### src/verilog/cpu_types_pkg.sv
package cpu_types_pkg;

	localparam int word_width = 32;
	localparam int reg_width = 5;
	localparam int reg_count = 1 << reg_width;

	typedef logic [word_width-1:0] word_t;
	typedef logic [reg_width-1:0] regbits_t;

	typedef enum logic [5:0] {
		RTYPE = 6'h00,
		ADDIU = 6'h09,
		SLTI  = 6'h0a,
		ANDI  = 6'h0c,
		ORI   = 6'h0d,
		XORI  = 6'h0e,
		LUI   = 6'h0f,
		HALT  = 6'h3f
	} opcode_t;

	typedef enum logic [5:0] {
		SLL  = 6'h00,
		SRL  = 6'h02,
		ADDU = 6'h21,
		SUBU = 6'h23,
		AND  = 6'h24,
		OR   = 6'h25,
		XOR  = 6'h26,
		NOR  = 6'h27,
		SLT  = 6'h2a,
		SLTU = 6'h2b
	} funct_t;

	typedef enum logic [3:0] {
		alu_add, alu_sub, alu_and, alu_or, alu_xor, alu_nor,
		alu_slt, alu_sltu, alu_sll, alu_srl, alu_lui
	} aluop_t;

	// second operand source
	typedef enum logic [1:0] {
		src_reg, src_imm, src_shamt
	} alusrc_t;

	typedef struct packed {
		opcode_t    opcode;
		regbits_t   rs;
		regbits_t   rt;
		regbits_t   rd;
		logic [4:0] shamt;
		funct_t     funct;
	} r_type_t;

	typedef struct packed {
		opcode_t     opcode;
		regbits_t    rs;
		regbits_t    rt;
		logic [15:0] imm;
	} i_type_t;

	typedef union packed {
		r_type_t r;
		i_type_t i;
	} instr_t;

	typedef struct packed {
		logic       valid;
		aluop_t     aluop;
		alusrc_t    alusrc;
		logic       regwrite;
		logic       halt;
		regbits_t   wsel;
		word_t      rdat_one;
		word_t      rdat_two;
		word_t      extimm;
		logic [4:0] shamt;
	} id_ex_t;

	typedef struct packed {
		logic     wen;
		regbits_t wsel;
		word_t    wdat;
	} wb_t;

endpackage

### src/verilog/register_file.sv
module register_file (
	input  logic                   CLK,
	input  logic                   nRST,
	input  cpu_types_pkg::wb_t     wb,
	input  logic                   stall,
	input  cpu_types_pkg::regbits_t rsel_one,
	input  cpu_types_pkg::regbits_t rsel_two,
	output cpu_types_pkg::word_t   rdat_one,
	output cpu_types_pkg::word_t   rdat_two
);
	import cpu_types_pkg::*;

	word_t regs [1:reg_count-1]; // r0 is hardwired
	logic we;

	assign we = wb.wen && !stall && (wb.wsel != '0);

	// write data shows through on the same cycle
	function automatic word_t read_port(regbits_t sel);
		word_t rdat;
		if (sel == '0)
			rdat = '0;
		else if (we && sel == wb.wsel)
			rdat = wb.wdat;
		else
			rdat = regs[sel];
		return rdat;
	endfunction

	always_comb begin
		rdat_one = read_port(rsel_one);
		rdat_two = read_port(rsel_two);
	end

	always_ff @(posedge CLK, negedge nRST) begin
		if (!nRST) begin
			for (int i = 1; i < reg_count; i++)
				regs[i] <= '0;
		end else if (we) begin
			regs[wb.wsel] <= wb.wdat;
		end
	end

endmodule

### src/verilog/decode_stage.sv
module decode_stage (
	input  cpu_types_pkg::instr_t   instr,
	input  logic                    instr_valid,
	output cpu_types_pkg::regbits_t rsel_one,
	output cpu_types_pkg::regbits_t rsel_two,
	input  cpu_types_pkg::word_t    rdat_one,
	input  cpu_types_pkg::word_t    rdat_two,
	output cpu_types_pkg::id_ex_t   decoded
);
	import cpu_types_pkg::*;

	logic zero_ext;

	assign rsel_one = instr.r.rs;
	assign rsel_two = instr.r.rt;

	// logical immediates are zero extended
	assign zero_ext = (instr.i.opcode == ANDI) || (instr.i.opcode == ORI) ||
		(instr.i.opcode == XORI);

	always_comb begin
		decoded = '0;
		decoded.valid = instr_valid;
		decoded.aluop = alu_add;
		decoded.alusrc = src_reg;
		decoded.rdat_one = rdat_one;
		decoded.rdat_two = rdat_two;
		decoded.shamt = instr.r.shamt;
		decoded.wsel = instr.i.rt; // I-type target by default
		if (zero_ext)
			decoded.extimm = {16'h0000, instr.i.imm};
		else
			decoded.extimm = {{16{instr.i.imm[15]}}, instr.i.imm};

		case (instr.i.opcode)
			RTYPE: begin
				decoded.wsel = instr.r.rd;
				decoded.regwrite = 1'b1;
				case (instr.r.funct)
					ADDU: decoded.aluop = alu_add;
					SUBU: decoded.aluop = alu_sub;
					AND:  decoded.aluop = alu_and;
					OR:   decoded.aluop = alu_or;
					XOR:  decoded.aluop = alu_xor;
					NOR:  decoded.aluop = alu_nor;
					SLT:  decoded.aluop = alu_slt;
					SLTU: decoded.aluop = alu_sltu;
					SLL: begin
						decoded.aluop = alu_sll;
						decoded.alusrc = src_shamt;
					end
					SRL: begin
						decoded.aluop = alu_srl;
						decoded.alusrc = src_shamt;
					end
					default: decoded.regwrite = 1'b0; // unknown funct is a nop
				endcase
			end
			ADDIU, ANDI, ORI, XORI, SLTI, LUI: begin
				decoded.alusrc = src_imm;
				decoded.regwrite = 1'b1;
				case (instr.i.opcode)
					ANDI:    decoded.aluop = alu_and;
					ORI:     decoded.aluop = alu_or;
					XORI:    decoded.aluop = alu_xor;
					SLTI:    decoded.aluop = alu_slt;
					LUI:     decoded.aluop = alu_lui;
					default: decoded.aluop = alu_add;
				endcase
			end
			HALT: decoded.halt = 1'b1;
			default: ;
		endcase

		if (decoded.wsel == '0)
			decoded.regwrite = 1'b0; // r0 never written
	end

endmodule

### src/verilog/id_ex_latch.sv
module id_ex_latch (
	input  logic                  CLK,
	input  logic                  nRST,
	input  logic                  stall,
	input  cpu_types_pkg::id_ex_t decoded,
	output cpu_types_pkg::id_ex_t latched
);

	// holds the decoded instruction while stalled
	always_ff @(posedge CLK, negedge nRST) begin
		if (!nRST) begin
			latched <= '0;
		end else if (!stall) begin
			latched <= decoded;
		end
	end

	halt_no_write: assert property (@(posedge CLK) disable iff (!nRST)
		latched.halt |-> !latched.regwrite);

endmodule

### src/verilog/execute_stage.sv
module execute_stage (
	input  logic                  CLK,
	input  logic                  nRST,
	input  logic                  stall,
	input  cpu_types_pkg::id_ex_t latched,
	output cpu_types_pkg::wb_t    wb,
	output logic                  halted
);
	import cpu_types_pkg::*;

	word_t opa, opb, result;

	always_comb begin
		opa = latched.rdat_one;
		opb = latched.rdat_two;
		case (latched.alusrc)
			src_imm: opb = latched.extimm;
			src_shamt: begin
				opa = latched.rdat_two; // shifts act on rt
				opb = {{(word_width-5){1'b0}}, latched.shamt};
			end
			default: ;
		endcase
	end

	always_comb begin
		case (latched.aluop)
			alu_add:  result = opa + opb;
			alu_sub:  result = opa - opb;
			alu_and:  result = opa & opb;
			alu_or:   result = opa | opb;
			alu_xor:  result = opa ^ opb;
			alu_nor:  result = ~(opa | opb);
			alu_slt:  result = word_t'($signed(opa) < $signed(opb));
			alu_sltu: result = word_t'(opa < opb);
			alu_sll:  result = opa << opb[4:0];
			alu_srl:  result = opa >> opb[4:0];
			alu_lui:  result = {opb[15:0], 16'h0000};
			default:  result = '0;
		endcase
	end

	always_comb begin
		wb.wen = latched.valid && latched.regwrite && !halted;
		wb.wsel = latched.wsel;
		wb.wdat = result;
	end

	// sticky until reset
	always_ff @(posedge CLK, negedge nRST) begin
		if (!nRST) begin
			halted <= 1'b0;
		end else if (!stall && latched.valid && latched.halt) begin
			halted <= 1'b1;
		end
	end

	no_r0_write: assert property (@(posedge CLK) disable iff (!nRST)
		wb.wen |-> (wb.wsel != '0));

endmodule

### src/verilog/datapath_top.sv
module datapath_top (
	input  logic                  CLK,
	input  logic                  nRST,
	input  cpu_types_pkg::instr_t instr,
	input  logic                  instr_valid,
	input  logic                  stall,
	output cpu_types_pkg::wb_t    wb,
	output logic                  halted
);
	import cpu_types_pkg::*;

	regbits_t rsel_one, rsel_two;
	word_t rdat_one, rdat_two;
	id_ex_t decoded, latched;

	register_file u_regs (
		.CLK      (CLK),
		.nRST     (nRST),
		.wb       (wb),
		.stall    (stall),
		.rsel_one (rsel_one),
		.rsel_two (rsel_two),
		.rdat_one (rdat_one),
		.rdat_two (rdat_two)
	);

	decode_stage u_decode (
		.instr       (instr),
		.instr_valid (instr_valid),
		.rsel_one    (rsel_one),
		.rsel_two    (rsel_two),
		.rdat_one    (rdat_one),
		.rdat_two    (rdat_two),
		.decoded     (decoded)
	);

	id_ex_latch u_id_ex (
		.CLK     (CLK),
		.nRST    (nRST),
		.stall   (stall),
		.decoded (decoded),
		.latched (latched)
	);

	execute_stage u_execute (
		.CLK     (CLK),
		.nRST    (nRST),
		.stall   (stall),
		.latched (latched),
		.wb      (wb),
		.halted  (halted)
	);

endmodule

### config.mk
export PLATFORM = sky130hd
export DESIGN_NAME = datapath_top
export DESIGN_NICKNAME = d
export VERILOG_FILES = /design/src/verilog/cpu_types_pkg.sv /design/src/verilog/register_file.sv /design/src/verilog/decode_stage.sv /design/src/verilog/id_ex_latch.sv /design/src/verilog/execute_stage.sv /design/src/verilog/datapath_top.sv
export SDC_FILE = /design/constraint.sdc
export NUM_CORES = 2
export LEC_CHECK = 0
export BUFFER_PORTS_ARGS = -buffer_cell sky130_fd_sc_hd__buf_2
export CAP_MARGIN = 0
export CORE_AREA = 2 2 334 336
export CTS_BUF_LIST = sky130_fd_sc_hd__clkbuf_8
export DETAILED_ROUTE_END_ITERATION = 10
export DIE_AREA = 0 0 336 338
export PLACE_DENSITY = 0.84
export SLEW_MARGIN = 20
export SYNTH_ARGS = -nofsm -noshare
export SYNTH_HDL_FRONTEND = slang
export SYNTH_SLANG_ARGS = --single-unit
### constraint.sdc
create_clock -name CLK -period 17.8 [get_ports CLK]
set_clock_uncertainty 0.05 [all_clocks]
set_input_delay 2.67 -clock CLK [delete_from_list [all_inputs] [get_ports CLK]]
set_output_delay 2.67 -clock CLK [all_outputs]
set_load 0.01 [all_outputs]
==> flow_metrics.py <==
metrics = {
    "cts": {
        "numCtsBuffers": 177,
        "clk_pin_slew_ns": 0.07,
        "clock_latency_ns": 0.93,
        "cts-root-buf": "clkbuf_8",
        "clkSinkCount": 1088,
        "htreeDepth": 4,
        "tritoncts": "yes",
        "ctsHoldBuffers": 0,
        "post_cts_buffers": 0,
        "cts_resized": 0,
        "cts_buffer_depth": 3,
    },
    "logic_synthesis": {
        "synth_top_area_share_pct": 41.5,
        "synth_area_leaders": "dfrtp_1, mux4_2, o21ai_0",
        "synth_seq_cells": 1088,
        "postSynthAreaPerCell_um2": 10.6,
        "syn-num-nets": 6329,
        "synth-compound-area-share_pct": 16.4,
        "yosysUniqueCellTypes": 102,
        "syn_area_mm2": 0.0656,
        "synth_most_common_cell": "dfrtp_1",
        "synth.mux.area_fraction_pct": 25.4,
        "synthCells": 6191,
        "synthAdderAreaFrac_pct": 1.97,
        "yosys-top-cells-count": "dfrtp_1, nand2_1, o21ai_0",
        "seq_area_frac_synth_pct": 41.5,
        "synthArstFlopShare_pct": 100,
        "yosys.area_share.simple_pct": 9.78,
        "synthFlopType": "dfrtp_1",
        "yosys_warnings": 0,
        "synth_edf_count": 0,
        "synth_top_family_by_area": "multiplexers",
        "synth_top_area_cell": "dfrtp_1",
        "synth_xor_area_share_pct": 0.280,
    },
    "route": {
        "routed_wl_mm": 235,
        "firstDrtPassIters": 7,
        "drt_iter0_markers": 7454,
        "ant_nets": 0,
        "wl_per_cell_um": 31.0,
        "vias": 54700,
        "via_per_inst": 7.23,
        "drc_errors": 0,
    },
    "global_route": {
        "overflow": 0,
        "grt_antenna_before_repair": 7,
        "grt_pass1_vias": 54200,
        "grt_util_all_layers_pct": 41.7,
        "grt_pass1_wl_mm": 348,
        "grt_max_degree": 169,
    },
    "status": {
        "status": "complete, no violations",
    },
    "critical_path": {
        "crit_type": "flop to output pin",
        "crit_fanout": 34,
        "worst_ep_arrival_time_ns": 7.47,
        "worst_ep_required_time_ns": 15.08,
        "worstRegToRegCells": 18,
        "rrSetupSlack_ns": 11.09,
        "r2r-start": "u_id_ex.latched[108]$_DFFE_PN0N_",
        "endpoint_kind": "output pin",
        "start_kind": "flop",
        "r2r_end": "u_id_ex.latched[59]$_DFFE_PN0N_",
    },
    "sta": {
        "setup_viol": 0,
        "fin_hold_ws_ns": 0.442,
        "maxSlewViolCount": 0,
        "fin_crit_ns": 10.19,
        "finalCritPeriodShare_pct": 57.3,
        "tns_ns": 0,
        "grt_setup_unrepaired": "false",
        "slew_headroom_pct": 7.62,
        "tightestPinTransition_ns": 1.35,
        "fmax_ghz": 0.0981,
        "hold_viol": 0,
        "timing.final.ws_setup_ns": 7.61,
    },
    "min_path": {
        "whs_path_depth": 2,
        "hold_path_end": "u_id_ex.latched[107]$_DFFE_PN0N_",
        "hp-class": "flop to flop",
        "min_from": "u_id_ex.latched[107]$_DFFE_PN0N_",
    },
    "placed_design": {
        "place_inst": 7255,
        "placed_area_mm2": 0.0666,
        "port_buffers": 74,
        "dp_slack_ns": 8.74,
        "place_congestion": 1.12,
        "hpwl_mm": 147,
    },
    "cells_and_area": {
        "syn_to_final_growth_pct": 7.24,
        "utilization_pct": 63.9,
        "final_cell_area_mm2": 0.0703,
        "layout.nets": 6085,
        "drive_above_1_share_pct": 22.1,
        "instances_no_fill": 7575,
    },
    "pwr": {
        "p_per_area_mw_per_mm2": 79.6,
        "leakage_nw": 30.3,
        "power_mw": 5.60,
        "ir_worst_vdd_uv": 77.9,
    },
    "floorplanning": {
        "die-width_um": 336,
        "fp-row-count": 122,
        "start_util_pct": 59.6,
        "design.die.area_mm2": 0.114,
        "dieHeight_um": 338,
        "ios": 75,
        "coreArea_mm2": 0.110,
    },
    "run": {
        "maxCapViolCount": 0,
    },
}
-- metal layers --
layer	wire, um	GRT usage [%]	up-vias
met1	87300	56.7	27300
met3	27800	10.2	1004
met5	27	0	-
met2	104000	61.4	4061
li1	-	-	22400
met4	16300	25.1	4
-- flip-flops by register name (all words and copies together) (netlist names) --
name	flops
u_execute.halted	1
u_id_ex.latched	95
u_regs.regs	992
-- placed cells by master, fill, tap and decap left out, types with 50 or more instances in the layout --
master and count:
o21ai_0 690, dfrtp_1 1088, clkbuf_8 225, inv_1 171
mux4_2 590, nor3_1 68, mux2i_1 169, buf_4 116
nor2_1 474, o221ai_1 50, nand3_1 56, buf_2 62
a21oi_1 547, mux2_2 144, nand2_1 771, ha_1 99
-- area by class of cell --
class                      instances  area (um^2)
timing repair buffer             193         1410
clock buffer                     225         3100
clock inverter                    90          522
tap                             1488         1860
inverter                         131          492
sequential                      1088        27200
multi-input combinational       4356        35700
fill                            8287        39700
antenna                            4         10.0
-- power by group --
part / internal, mW / leakage, nW / switching, mW / total, mW
registers: 2.53 / 15.1 / 0.0569 / 2.59
clock network: 1.17 / 2.06 / 1.07 / 2.24
logic: 0.254 / 13.1 / 0.518 / 0.772
-- how the worst max path moves through the flow --
stage,start,end,cells past startpoint
2_1_floorplan,u_id_ex.latched[108]$_DFFE_PN0N_,wb[24],21
3_3_place_gp,u_id_ex.latched[108]$_DFFE_PN0N_,wb[22],19
3_5_place_dp,u_id_ex.latched[108]$_DFFE_PN0N_,wb[22],19
4_1_cts,u_id_ex.latched[108]$_DFFE_PN0N_,wb[22],19
5_1_grt,u_id_ex.latched[108]$_DFFE_PN0N_,wb[22],19
6_report,u_id_ex.latched[108]$_DFFE_PN0N_,wb[22],19
-- cell families (layout without fill, tap and decap cells) --
family / Yosys count / after routing
and+or+nand+nor: 1548 / 1548
buffers and inverters: 747 / 639
AOI/OAI and AO/OA: 1778 / 1778
muxes: 907 / 907
adders and majority gates: 102 / 102
xor gates and xnor gates: 21 / 21
other: 0 / 4
DFF: 1088 / 1088
-- worst max-delay path, stage by stage, from the launching register on --
cell and delay (ns):
dfrtp_1 0.39, inv_1 0.08, ha_1 0.97, clkinv_1 0.16
buf_4 0.27, and3_1 0.22, a21oi_1 0.39, inv_1 0.09
ha_1 0.51, nor2b_1 0.24, o21ai_0 0.14, a2111oi_0 0.44
o31ai_1 0.22, a2111oi_2 0.88, o31ai_1 0.25, a211o_1 0.39
a211oi_4 0.25, buf_4 0.38, inv_1 0.07, buf_2 0.16
Note: power is estimated with default switching activity, not from simulation.
